## config.mk

```make
export PLATFORM = sky130hd
export DESIGN_NAME = keyboard_ctrl
export DESIGN_NICKNAME = d
export VERILOG_FILES = /design/src/verilog/common.sv /design/src/verilog/keyboard_ctrl.sv /design/src/verilog/key_fifo.sv /design/src/verilog/scancode_decoder.sv /design/src/verilog/ps2_rx.sv
export SDC_FILE = /design/constraint.sdc
export NUM_CORES = 1
export LEC_CHECK = 0
export ABC_AREA = 1
export BUFFER_PORTS_ARGS = -buffer_cell sky130_fd_sc_hd__buf_2
export CAP_MARGIN = 20
export CORE_MARGIN = 4
export CORE_UTILIZATION = 45
export CTS_CLUSTER_DIAMETER = 100
export DETAILED_ROUTE_END_ITERATION = 6
export GPL_TIMING_DRIVEN = 0
export PLACE_DENSITY = 0.64
export SETUP_SLACK_MARGIN = 0.3
export SYNTH_ARGS = -nofsm -noshare
export SYNTH_HDL_FRONTEND = slang
export SYNTH_SLANG_ARGS = --single-unit
```

## constraint.sdc

```tcl
create_clock -name clk_i -period 4.2 [get_ports clk_i]
set_clock_uncertainty 0.2 [all_clocks]
set_input_delay 0.42 -clock clk_i [delete_from_list [all_inputs] [get_ports clk_i]]
set_output_delay 0.42 -clock clk_i [all_outputs]
set_load 0.05 [all_outputs]
```

## src/verilog/common.sv

```systemverilog
`default_nettype none

package common;

    // one data byte as it comes off the PS/2 line
    typedef logic [7:0] byte_t;

    // set-2 prefix bytes
    // E0 marks the following code as an extended key
    localparam byte_t SC_EXTENDED = 8'hE0;
    // F0 marks the following code as a key release
    localparam byte_t SC_BREAK    = 8'hF0;

    // decoder state, records which prefixes are pending
    // bit 0 is the extended prefix, bit 1 the break prefix
    typedef enum logic [1:0] {
        BASE      = 2'b00,
        EXTENDED  = 2'b01,
        BREAK     = 2'b10,
        EXT_BREAK = 2'b11
    } dec_state_t;

endpackage

`default_nettype wire
```

## src/verilog/keyboard_ctrl.sv

```systemverilog
`timescale 1ns/1ps
`default_nettype none

module keyboard_ctrl
    import common::*;
#(
    parameter int FIFO_DEPTH = 8
) (
    input  wire logic  clk_i,
    input  wire logic  reset_i,

    // PS/2 pins, asynchronous to clk_i
    input  wire logic  ps2_clk_i,
    input  wire logic  ps2_data_i,

    // host side
    input  wire logic  pop_i,
    output      byte_t key_code_o,
    output      logic  key_extended_o,
    output      logic  key_released_o,
    output      logic  key_empty_o,
    output      logic  overflow_o
);

    byte_t rx_data;
    logic  rx_valid;
    byte_t dec_code;
    logic  dec_extended;
    logic  dec_released;
    logic  dec_event;

    ps2_rx i_ps2_rx (
        .clk_i            (clk_i),
        .reset_i          (reset_i),
        .clk_ps2_async_i  (ps2_clk_i),
        .ps2_data_async_i (ps2_data_i),
        .data_o           (rx_data),
        .valid_o          (rx_valid)
    );

    scancode_decoder i_scancode_decoder (
        .clk_i      (clk_i),
        .reset_i    (reset_i),
        .data_i     (rx_data),
        .valid_i    (rx_valid),
        .code_o     (dec_code),
        .extended_o (dec_extended),
        .released_o (dec_released),
        .event_o    (dec_event)
    );

    // events wait here until the host pops them
    key_fifo #(
        .FIFO_DEPTH (FIFO_DEPTH)
    ) i_key_fifo (
        .clk_i      (clk_i),
        .reset_i    (reset_i),
        .code_i     (dec_code),
        .extended_i (dec_extended),
        .released_i (dec_released),
        .write_i    (dec_event),
        .pop_i      (pop_i),
        .code_o     (key_code_o),
        .extended_o (key_extended_o),
        .released_o (key_released_o),
        .empty_o    (key_empty_o),
        .overflow_o (overflow_o)
    );

endmodule

`default_nettype wire

```

## src/verilog/key_fifo.sv

```systemverilog
`timescale 1ns/1ps
`default_nettype none

module key_fifo
    import common::*;
#(
    parameter int FIFO_DEPTH = 8
) (
    input  wire logic  clk_i,
    input  wire logic  reset_i,

    // write side, from the decoder
    input  wire byte_t code_i,
    input  wire logic  extended_i,
    input  wire logic  released_i,
    input  wire logic  write_i,

    // host side, head entry shown ahead of the pop
    input  wire logic  pop_i,
    output      byte_t code_o,
    output      logic  extended_o,
    output      logic  released_o,
    output      logic  empty_o,
    output      logic  overflow_o
);

    localparam int PTR_W = $clog2(FIFO_DEPTH);
    localparam logic [PTR_W:0] FULL_COUNT = (PTR_W + 1)'(FIFO_DEPTH);

    // entry is {code, extended, released}
    logic [9:0]       mem_r [FIFO_DEPTH];
    logic [PTR_W-1:0] rd_ptr_r;
    logic [PTR_W-1:0] wr_ptr_r;
    logic [PTR_W:0]   count_r;
    logic             full_w;
    logic             do_pop_w;
    logic             do_write_w;

    assign empty_o = (count_r == '0);
    assign full_w  = (count_r == FULL_COUNT);

    // pop frees a slot in the same cycle, so a full fifo still accepts the write
    assign do_pop_w   = pop_i && !empty_o;
    assign do_write_w = write_i && (!full_w || do_pop_w);

    assign {code_o, extended_o, released_o} = mem_r[rd_ptr_r];

    always_ff @(posedge clk_i) begin
        if (do_write_w) begin
            mem_r[wr_ptr_r] <= {code_i, extended_i, released_i};
        end
    end

    always_ff @(posedge clk_i) begin
        if (reset_i) begin
            rd_ptr_r   <= '0;
            wr_ptr_r   <= '0;
            count_r    <= '0;
            overflow_o <= 1'b0;
        end else begin
            if (do_write_w) begin
                wr_ptr_r <= wr_ptr_r + 1'b1;
            end
            if (do_pop_w) begin
                rd_ptr_r <= rd_ptr_r + 1'b1;
            end
            if (do_write_w && !do_pop_w) begin
                count_r <= count_r + 1'b1;
            end else if (do_pop_w && !do_write_w) begin
                count_r <= count_r - 1'b1;
            end
            // sticky until reset
            if (write_i && !do_write_w) begin
                overflow_o <= 1'b1;
            end
        end
    end

endmodule

`default_nettype wire

```

## src/verilog/scancode_decoder.sv

```systemverilog
`timescale 1ns/1ps
`default_nettype none

module scancode_decoder
    import common::*;
(
    input  wire logic  clk_i,
    input  wire logic  reset_i,

    // bytes from the receiver
    input  wire byte_t data_i,
    input  wire logic  valid_i,

    // one key event per non-prefix byte
    output      byte_t code_o,
    output      logic  extended_o,
    output      logic  released_o,
    output      logic  event_o
);

    dec_state_t state_r;
    dec_state_t state_w;
    logic       ext_pending_w;
    logic       brk_pending_w;
    logic       is_ext_w;
    logic       is_brk_w;
    logic       is_code_w;

    // prefixes already seen for the current key
    assign ext_pending_w = (state_r == EXTENDED) || (state_r == EXT_BREAK);
    assign brk_pending_w = (state_r == BREAK) || (state_r == EXT_BREAK);

    assign is_ext_w  = valid_i && (data_i == SC_EXTENDED);
    assign is_brk_w  = valid_i && (data_i == SC_BREAK);
    assign is_code_w = valid_i && !is_ext_w && !is_brk_w;

    // a prefix adds its own flag and keeps the other one
    always_comb begin
        state_w = state_r;
        if (is_ext_w) begin
            state_w = brk_pending_w ? EXT_BREAK : EXTENDED;
        end else if (is_brk_w) begin
            state_w = ext_pending_w ? EXT_BREAK : BREAK;
        end else if (is_code_w) begin
            state_w = BASE;
        end
    end

    always_ff @(posedge clk_i) begin
        if (reset_i) begin
            state_r <= BASE;
            event_o <= 1'b0;
        end else begin
            state_r <= state_w;
            event_o <= is_code_w;
        end
    end

    // flags are taken from the state before it returns to base
    always_ff @(posedge clk_i) begin
        if (is_code_w) begin
            code_o     <= data_i;
            extended_o <= ext_pending_w;
            released_o <= brk_pending_w;
        end
    end

endmodule

`default_nettype wire

```

## src/verilog/ps2_rx.sv

```systemverilog
`timescale 1ns/1ps
`default_nettype none

module ps2_rx
    import common::*;
(
    input  wire logic  clk_i,
    input  wire logic  reset_i,

    // raw PS/2 lines from the keyboard
    input  wire logic  clk_ps2_async_i,
    input  wire logic  ps2_data_async_i,

    // received byte, qualified by a one cycle strobe
    output      byte_t data_o,
    output      logic  valid_o
);

    typedef enum logic [1:0] {
        IDLE   = 2'b00,
        DATA   = 2'b01,
        PARITY = 2'b10,
        STOP   = 2'b11
    } ps2_state_t;

    // clock gets two flops, data one, so data lines up with the first clock flop
    logic [1:0] ps2_clk_sync_r;
    logic       ps2_data_r;

    always_ff @(posedge clk_i) begin
        ps2_clk_sync_r <= {ps2_clk_sync_r[0], clk_ps2_async_i};
        ps2_data_r     <= ps2_data_async_i;
    end

    // keyboard drives data on the rising edge, we sample on the falling one
    logic ps2_fall_w;

    assign ps2_fall_w = ps2_clk_sync_r[1] & ~ps2_clk_sync_r[0];

    ps2_state_t state_r;
    ps2_state_t state_w;
    logic [2:0] bit_cnt_r;
    byte_t      shift_r;
    logic       parity_r;
    logic       parity_ok_w;

    // odd parity over the eight data bits plus the parity bit
    assign parity_ok_w = parity_r ^ ps2_data_r;

    always_comb begin
        state_w = state_r;
        if (ps2_fall_w) begin
            case (state_r)
                IDLE: begin
                    // low start bit opens a frame
                    if (!ps2_data_r) begin
                        state_w = DATA;
                    end
                end
                DATA: begin
                    if (bit_cnt_r == 3'd7) begin
                        state_w = PARITY;
                    end
                end
                PARITY: begin
                    // bad parity drops the frame right here
                    state_w = parity_ok_w ? STOP : IDLE;
                end
                STOP: begin
                    state_w = IDLE;
                end
                default: begin
                    state_w = IDLE;
                end
            endcase
        end
    end

    always_ff @(posedge clk_i) begin
        if (reset_i) begin
            state_r <= IDLE;
        end else begin
            state_r <= state_w;
        end
    end

    // bit counter, parity accumulator and output strobe
    always_ff @(posedge clk_i) begin
        valid_o <= 1'b0;
        if (ps2_fall_w) begin
            case (state_r)
                IDLE: begin
                    bit_cnt_r <= 3'd0;
                    parity_r  <= 1'b0;
                end
                DATA: begin
                    bit_cnt_r <= bit_cnt_r + 3'd1;
                    parity_r  <= parity_r ^ ps2_data_r;
                end
                STOP: begin
                    // stop bit must be high, otherwise the byte is lost
                    valid_o <= ps2_data_r;
                end
                default: begin
                    bit_cnt_r <= bit_cnt_r;
                end
            endcase
        end
        if (reset_i) begin
            bit_cnt_r <= 3'd0;
            parity_r  <= 1'b0;
            valid_o   <= 1'b0;
        end
    end

    // payload, shifted in LSB first
    always_ff @(posedge clk_i) begin
        if (ps2_fall_w && state_r == DATA) begin
            shift_r <= {ps2_data_r, shift_r[7:1]};
        end
        if (ps2_fall_w && state_r == STOP && ps2_data_r) begin
            data_o <= shift_r;
        end
    end

endmodule

`default_nettype wire

```

==> flow_metrics.tcl, run 1 <==
set metrics [dict create \
    outcome "finished, final reports clean" \
    worst_pin_slew_ns 1.06 \
    syn_nets 437 \
    power-per-cell-area_nw_per_um2 684 \
    drv_slew 0 \
    layout-drive-gt1-share_pct 16.3 \
    post-cts-setup-buffers 0 \
    fillers 928 \
    die_y_um 115 \
    synthesis.area_um2 5120 \
    avgSynthCellArea_um2 12.1 \
    cp_slowest_stage_delay_ns 0.37 \
    cts_repair_resize_count 0 \
    clock-root-buffer "clkbuf_16" \
    die_w_um 115 \
    syn2layout_area_growth_pct 17.2 \
    p_comb_share_pct 26.9 \
    crit_required_ns 3.58 \
    cts_hold_buf 2 \
    final_nets 473 \
    grt_max_degree 17 \
    p_seq_share_pct 36.4 \
    crit_buf_inv 3 \
    clkTransAtPathRegs_ns 0.06 \
    port_buffers 15 \
    core-area_um2 11000 \
    leakage_nw 2.21 \
    io_pins 17 \
    diodes 0 \
    hold_class "in -> reg" \
    irDropWorstVdd_mv 0.371 \
    clkLatencyLatePin_ns 0.41 \
    cts_tree "yes" \
    crit_chain "clkinv_1, clkbuf_1, o21ai_1, o22ai_1, nand2_1, nand2_1, buf_2" \
    synth_cell_types 27 \
    ys_seq_area_share_pct 72.7 \
    slew_headroom_pct 29.2 \
    syn-instance-count 424 \
    routed_via_density 5.04 \
    drc 0 \
    grt_usage_pct 15.4 \
    hold_slack_ns 0.138 \
    grt_overflow 0 \
    hold_viol 0 \
    rsz0062_at_grt "false" \
    internal-power_w 0.00267 \
    cts_buffer_depth 2 \
    drtIter0Drc 159 \
    clockPowerShare_pct 36.7 \
    dpl.hpwl_um 6130 \
    path_max_fanout 10 \
    critPathSlowestCell "clkbuf_1" \
    fin_tns_setup_ns 0 \
    max_freq_mhz 402 \
    yosys_warnings 0 \
    vias 3092 \
    cts_buffers 17 \
    crit_top_cell "nand2_1" \
    gp_congestion 0.761 \
    grt_pass1_wl_um 15200 \
    firstDrtPassIters 4 \
    endpoint_kind "output pin" \
    htreeDepth 4 \
    cap_violations 0 \
    finalSetupViolCount 0 \
    antenna_found_initial 0 \
    synth_seq_cells 133 \
    crit_type "reg -> out" \
    period_needed_ns 2.49 \
    postRouteWirelength_um 9190 \
    initial_utilization_pct 46.6 \
    drtAntennaViolNets 0 \
    swShare_pct 35.0 \
    crit_family "buffers and inverters" \
    grt_pass1_vias 3121 \
    power.switching_w 0.00143 \
    wl_per_cell_um 15.0 \
    clkSinkCount 133 \
    die_area_um2 13100 \
    finalCritPeriodShare_pct 59.2 \
    rows 38 \
    cp_data_arrival_time_ns 1.87 \
    crit_path_start_kind "register" \
]
-- metal layers --
| layer | wire (um) | global-route usage [%] |
|---|---|---|
| met3 | 347 | 4.81 |
| met5 | 0 | 0 |
| met2 | 4730 | 26.6 |
| met1 | 4050 | 17.8 |
| met4 | 66 | 6.02 |
-- through the flow --
stage | util (%) | worst slack [ns] | total power, W | cell area [um2] | instances
3_3_place_gp | 48.9 | 1.82 | 0.00259 | 5370 | 579
6_report | 54.6 | 1.71 | 0.00410 | 6000 | 613
3_5_place_dp | 48.9 | 1.76 | 0.00261 | 5370 | 579
2_1_floorplan | - | 2.05 | 0.00236 | 5120 | 424
5_1_grt | 54.6 | 1.53 | 0.00431 | 6000 | 613
4_1_cts | 54.6 | 1.70 | 0.00413 | 6000 | 613
-- Yosys cell counts (all sizes together) --
library cell  number  share of area (%)
o22ai             20                2.4
nor3               2               0.20
nand3              7               0.78
clkinv             2               0.15
o21ai             50                4.9
xor2               4               0.68
fa                 1               0.39
edfxtp           106                 62
and2               1               0.12
ha                 7                1.7
or2                2               0.29
clkbuf             3               0.22
buf               14                1.4
a21oi             14                1.4
dfxtp             27                 11
nor2              69                5.4
inv               26                1.9
nand2             69                5.3
-- final timing paths --
| check | from | end | slack [ns] | cells past startpoint |
|---|---|---|---|---|
| worst max-delay path | register | key_code_o[5] | 1.71 | 7 |
| worst min-delay path | reset_i | i_ps2_rx.bit_cnt_r[1]$_SDFFE_PP0P_ | 0.14 | 2 |
| worst min register to register | i_ps2_rx.ps2_clk_sync_r[0]$_DFF_P_ | i_ps2_rx.ps2_clk_sync_r[1]$_DFF_P_ | 0.16 | 0 |
| worst max register to register | i_key_fifo.count_r[0]$_SDFFE_PP0P_ | i_key_fifo.count_r[3]$_SDFFE_PP0P_ | 1.85 | 13 |
-- final cells by class --
class                   count  area (um2)  area share [%]
flip-flops and latches    133        3720            62.1
multi-input cells         246        1200            20.1
clock buffers              17         425            7.09
clock inverters            15         184            3.07
well taps                 140         175            2.92
inverters                  28         105            1.75
repair buffers             17        95.1            1.59
plain buffers              17        85.1            1.42
-- power groups by stage --
stage	registers, W	logic (W)	clock network (W)
after CTS	0.00149	0.00111	0.00153
after floorplan	0.00151	0.000848	0
after global placement	0.00152	0.00107	0
after global routing	0.00150	0.00122	0.00160
after detailed placement	0.00152	0.00109	0
final	0.00149	0.00110	0.00151
-- registers in the layout, summed over array words and instances (netlist names), 2 cells and up, named ones only --
| signal | flops |
|---|---|
| i_ps2_rx.bit_cnt_r | 3 |
| i_scancode_decoder.state_r | 2 |
| i_ps2_rx.ps2_clk_sync_r | 2 |
| i_scancode_decoder.code_o | 8 |
| i_ps2_rx.shift_r | 8 |
| i_key_fifo.rd_ptr_r | 3 |
| i_key_fifo.mem_r | 80 |
| i_key_fifo.wr_ptr_r | 3 |
| i_key_fifo.count_r | 4 |
| i_ps2_rx.data_o | 8 |
| i_ps2_rx.state_r | 2 |
-- worst register-to-register path, stage by stage, from the launching register on --
cell	delay, ns
dfxtp_1	0.37
nor2_2	0.16
nand3_2	0.11
nand2_4	0.10
inv_2	0.06
ha_1	0.21
inv_1	0.15
ha_1	0.27
or2_2	0.29
nand2_1	0.08
nand2_1	0.06
nand2_1	0.06
nand2_1	0.05
a21oi_1	0.11
-- logic make-up (layout without fill, tap and decap cells) --
group                      after synthesis  count (layout)  share of synthesized area, %
adders and majority gates                8               8                          2.10
xor gates and xnor gates                 4               4                         0.684
AOI/OAI and AO/OA                       84              84                          8.70
and+or+nand+nor                        150             150                          12.1
DFF                                    133             133                          72.7
buffers and inverters                   45              94                          3.72
-- placed cells by master, fill, tap and decap left out, drive strengths merged, types with 3 or more instances in the layout --
master / synthesis / layout
buf: 14 / 29
inv: 26 / 36
ha: 7 / 7
a21oi: 14 / 14
nor2: 69 / 69
o22ai: 20 / 20
clkbuf: 3 / 20
edfxtp: 106 / 106
xor2: 4 / 4
dfxtp: 27 / 27
nand3: 7 / 7
o21ai: 50 / 50
nand2: 69 / 69
clkinv: 2 / 3
Note: power is estimated with default switching activity, not from simulation.
==> run 2: changes to the inputs <==
Clock period 4.2 ns to 2.43 ns, I/O delays scaled along.
==> flow_metrics.tcl, run 2 (same netlist as run 1, synthesis figures left out) <==
set metrics [dict create \
    outcome "finished, final reports clean" \
    core-area_um2 11000 \
    crit_path_start_kind "register" \
    crit_type "reg -> out" \
    htreeDepth 4 \
    fin_tns_setup_ns 0 \
    clkTransAtPathRegs_ns 0.06 \
    io_pins 17 \
    cts_buffers 17 \
    critPathSlowestCell "dfxtp_4" \
    wl_per_cell_um 15.1 \
    vias 3165 \
    cts_tree "yes" \
    largest_reg_flops 80 \
    final_nets 478 \
    top_usage_layer "met2" \
    dpl.hpwl_um 6130 \
    worst_pin_slew_ns 1.06 \
    rsz0062_at_grt "true" \
    layout_commonest_cell "edfxtp_1" \
    crit_required_ns 1.99 \
    hold_class "in -> reg" \
    finalSetupViolCount 0 \
    die_area_um2 13100 \
    largest_register "i_key_fifo.mem_r" \
    port_buffers 15 \
    leakage_nw 2.29 \
    layout-drive-gt1-share_pct 20.5 \
    grtUsageMet1_pct 17.9 \
    die_y_um 115 \
    crit_family "flip-flops" \
    hold_slack_ns 0.0802 \
    grt_use_met2_pct 27.0 \
    grt_usage_pct 15.5 \
    gp_congestion 0.761 \
    irDropWorstVdd_mv 1.08 \
    syn2layout_area_growth_pct 21.6 \
    cap_violations 0 \
    drc 0 \
    die_w_um 115 \
    fillers 892 \
    grt_pass1_wl_um 15400 \
    clock-root-buffer "clkbuf_16" \
    initial_utilization_pct 46.6 \
    grtUsageMet3_pct 4.81 \
    power-per-cell-area_nw_per_um2 1200 \
    cts_buffer_depth 2 \
    grt_max_degree 17 \
    endpoint_kind "output pin" \
    firstDrtPassIters 4 \
    clkLatencyLatePin_ns 0.42 \
    path_max_fanout 10 \
    clkSinkCount 133 \
    dpl_worst_slack_ns 0.131 \
    drv_slew 0 \
    mostFrequentLayoutCells "edfxtp_1, nand2_1, nor2_1" \
    crit_chain "inv_6, buf_6, o21ai_1, o22ai_1, nand2_1, nand2_2, buf_8" \
    setup_slack_ns 0.336 \
    rows 38 \
    drtIter0Drc 177 \
    postRouteWirelength_um 9340 \
    period_needed_ns 2.09 \
    antenna_found_initial 0 \
    grt_pass1_vias 3159 \
    hold_viol 0 \
    slew_headroom_pct 29.3 \
    cp_slowest_stage_delay_ns 0.38 \
    grt_overflow 0 \
    cp_data_arrival_time_ns 1.65 \
    final_util_pct 56.7 \
    routed_via_density 5.12 \
    finalCritPeriodShare_pct 86.2 \
    finalPower_w 0.00750 \
    drtAntennaViolNets 0 \
    diodes 0 \
    crit_buf_inv 3 \
    max_freq_mhz 477 \
]
==> run 2: path summary, 6_finish.rpt <==
check	startpoint	endpoint	slack [ns]	cells past startpoint
worst min-delay path	pop_i	i_key_fifo.rd_ptr_r[0]$_SDFFE_PP0N_	0.08	4
worst max-delay path	register	key_code_o[7]	0.34	7
worst min register to register	i_ps2_rx.ps2_clk_sync_r[0]$_DFF_P_	i_ps2_rx.ps2_clk_sync_r[1]$_DFF_P_	0.16	0
worst max register to register	i_key_fifo.count_r[0]$_SDFFE_PP0P_	i_key_fifo.count_r[3]$_SDFFE_PP0P_	0.36	13
==> run 2: area by class of cell <==
| cell class | count | area, um2 | area share (%) |
|---|---|---|---|
| buffer | 17 | 149 | 2.39 |
| clock buffer | 17 | 425 | 6.83 |
| clock inverter | 15 | 184 | 2.95 |
| inverter | 28 | 110 | 1.77 |
| multi-input combinational | 246 | 1250 | 20.1 |
| sequential | 133 | 3740 | 60.0 |
| tap | 140 | 175 | 2.81 |
| timing repair buffer | 22 | 194 | 3.11 |
==> run 2: tightest hold or removal path, delay by kind of cell <==
kind / cells / cell delay [ns]
compound gates: 1 / 0.06
buf+inv: 2 / 0.26
simple gates: 1 / 0.08
==> run 2: repair_timing <==
action	in CTS	in global routing
pin swaps	3	13
resized for setup	25	42
buffers inserted	2	2
hold endpoints to repair	9	0
hold buffers	3	0
endpoints found under the setup margin	32	23
==> run 2: power breakdown <==
group          internal (W)  leakage (nW)  switching (W)
Clock               0.00156         0.295        0.00105
Sequential          0.00252          1.18      0.0000956
Combinational      0.000842         0.822        0.00143
Total               0.00493          2.29        0.00258
==> run 2: metrics by stage <==
| stage | instances | instance area (um2) |
|---|---|---|
| CTS | 616 | 6080 |
| global route | 618 | 6230 |
| global placement | 579 | 5370 |
| detailed placement | 579 | 5370 |
| floorplan | 424 | 5120 |
| finish | 618 | 6230 |
==> run 2: metal layers <==
| layer | up-vias | wire (um) |
|---|---|---|
| li1 | 1569 | - |
| met1 | 1515 | 4010 |
| met2 | 63 | 4850 |
| met3 | 18 | 310 |
| met4 | 0 | 175 |
| met5 | - | 0 |
==> run 3: changes to the inputs <==
--- a/config.mk
+++ b/config.mk
@@ -14,5 +14,5 @@
 export DETAILED_ROUTE_END_ITERATION = 6
 export GPL_TIMING_DRIVEN = 0
-export PLACE_DENSITY = 0.64
+export PLACE_DENSITY = 0.71
 export SETUP_SLACK_MARGIN = 0.3
 export SYNTH_ARGS = -nofsm -noshare
==> constraint.sdc (replaced) <==
create_clock -name clk_i -period 2.43 [get_ports clk_i]
set_clock_uncertainty 0.2 [all_clocks]
set_input_delay 0.1215 -clock clk_i [delete_from_list [all_inputs] [get_ports clk_i]]
set_output_delay 0.1215 -clock clk_i [all_outputs]
set_load 0.05 [all_outputs]
==> flow_metrics.tcl, run 3 (same netlist as run 1, synthesis figures left out) <==
set metrics [dict create \
    crit_path_start_kind "register" \
    dpl_cell_area_um2 5370 \
    path_max_fanout 5 \
    worst_pin_slew_ns 0.651 \
    gp_congestion 0.806 \
    cts_tree "yes" \
    layout_commonest_cell "edfxtp_1" \
    rsz0062_at_grt "true" \
    crit_family "simple AND/OR/NAND/NOR gates" \
    crit_top_cell "nand2_1" \
    largest_reg_flops 80 \
    grt_pass1_wl_um 16000 \
    grt_overflow 0 \
    finalSetupViolCount 0 \
    setup_slack_ns 0.283 \
    antenna_found_initial 0 \
    crit_required_ns 2.57 \
    dpl.hpwl_um 6290 \
    slew_headroom_pct 56.5 \
    wl_per_cell_um 16.1 \
    diodes 0 \
    mostFrequentLayoutCells "edfxtp_1, nand2_1, nor2_1" \
    cts_buffers 17 \
    routed_via_density 5.12 \
    cts_buffer_depth 2 \
    drv_slew 0 \
    cp_data_arrival_time_ns 2.29 \
    clkLatencyLatePin_ns 0.41 \
    hold_slack_ns -0.0150 \
    max_freq_mhz 466 \
    cp_slowest_stage_delay_ns 0.36 \
    hold_viol 1 \
    cap_violations 0 \
    clock-root-buffer "clkbuf_16" \
    dpl_worst_slack_ns 0.143 \
    hold_class "in -> reg" \
    finalPower_w 0.00723 \
    htreeDepth 4 \
    crit_chain "nor2_4, nand3_2, nand2_4, inv_2, ha_4, inv_2, ha_1, or2_2, nand2_1, nand2_1, nand2_1, nand2_1, a21oi_1" \
    leakage_nw 2.26 \
    endpoint_kind "register" \
    final_nets 479 \
    postRouteWirelength_um 9990 \
    vias 3172 \
    crit_type "reg -> reg" \
    grt_usage_pct 16.2 \
    grt_pass1_vias 3252 \
    violations "negative hold slack" \
    io_pins 17 \
    syn2layout_area_growth_pct 19.4 \
    clkTransAtPathRegs_ns 0.05 \
    finish.instance_area_um2 6110 \
    finalCritPeriodShare_pct 88.4 \
    power-per-cell-area_nw_per_um2 1180 \
    initial_utilization_pct 46.6 \
    firstDrtPassIters 5 \
    period_needed_ns 2.15 \
    largest_register "i_key_fifo.mem_r" \
    port_buffers 15 \
    outcome "finished, violations left" \
    rows 38 \
    irDropWorstVdd_mv 1.00 \
    grt_max_degree 17 \
    die_w_um 115 \
    die_area_um2 13100 \
    drtIter0Drc 258 \
    fillers 872 \
    drc 0 \
    die_y_um 115 \
    core-area_um2 11000 \
    crit_buf_inv 2 \
    layout-drive-gt1-share_pct 19.0 \
    critPathSlowestCell "dfxtp_4" \
    clkSinkCount 133 \
    drtAntennaViolNets 0 \
    fin_tns_setup_ns 0 \
]
run 3: changes by cell type in the layout (fill, tap and decap cells not counted), sizes merged:
cell	delta
buf	-7
bufinv	+1
clkbuf	+12
clkinv	+5
clkinvlp	-1
dlygate4sd3	+1
inv	-10
run 3: path summary, 6_finish.rpt:
path / to / slack, ns / cells past startpoint / startpoint
setup reg to reg: i_key_fifo.count_r[3]$_SDFFE_PP0P_ / 0.28 / 13 / i_key_fifo.count_r[0]$_SDFFE_PP0P_
setup / recovery: i_key_fifo.count_r[3]$_SDFFE_PP0P_ / 0.28 / 13 / i_key_fifo.count_r[0]$_SDFFE_PP0P_
hold reg to reg: i_ps2_rx.ps2_clk_sync_r[1]$_DFF_P_ / 0.16 / 0 / i_ps2_rx.ps2_clk_sync_r[0]$_DFF_P_
hold / removal: i_key_fifo.overflow_o$_SDFFE_PP0P_ / -0.02 / 6 / pop_i
run 3: what timing repair did:
| action | 4_1_cts | 5_1_grt |
|---|---|---|
| endpoints found under the hold margin | 15 | 2 |
| resized for setup | 9 | 26 |
| pin swaps | 2 | 3 |
| hold buffers | 4 | 1 |
| setup endpoints to repair | 53 | 53 |
| setup buffers | 1 | 2 |
run 3: area by class of cell:
cell class | instances | area (um2) | share of cell area [%]
flip-flops and latches | 133 | 3730 | 61.0
multi-input cells | 246 | 1250 | 20.4
clock buffers | 22 | 454 | 7.43
well taps | 140 | 175 | 2.87
repair buffers | 23 | 165 | 2.70
clock inverters | 10 | 131 | 2.15
inverters | 28 | 105 | 1.72
plain buffers | 17 | 104 | 1.70
run 3: metal layers:
layer | vias to the layer above | track usage [%] | routed length (um)
li1 | 1560 | - | -
met1 | 1513 | 20.3 | 4150
met2 | 91 | 26.3 | 5150
met3 | 8 | 5.39 | 617
met4 | 0 | 6.10 | 70
met5 | - | 0 | 0
run 3: worst min-delay path, cell delays in order:
cell     delay, ns
buf_2         0.11
nor2_2        0.04
nand3_2       0.09
nor2_1        0.04
nor2_1        0.08
nor2_1        0.04
run 3: per-stage QoR:
| step | instances | util, % |
|---|---|---|
| after floorplan | 424 | - |
| after global placement | 579 | 48.9 |
| after detailed placement | 579 | 48.9 |
| after CTS | 616 | 54.8 |
| after global routing | 619 | 55.7 |
| final | 619 | 55.7 |
run 3: where the power goes:
| part | internal (W) | switching (W) | total [W] |
|---|---|---|---|
| registers | 0.00252 | 0.0000908 | 0.00261 |
| clock network | 0.00163 | 0.000889 | 0.00252 |
| logic | 0.000679 | 0.00143 | 0.00211 |
| total | 0.00483 | 0.00241 | 0.00723 |
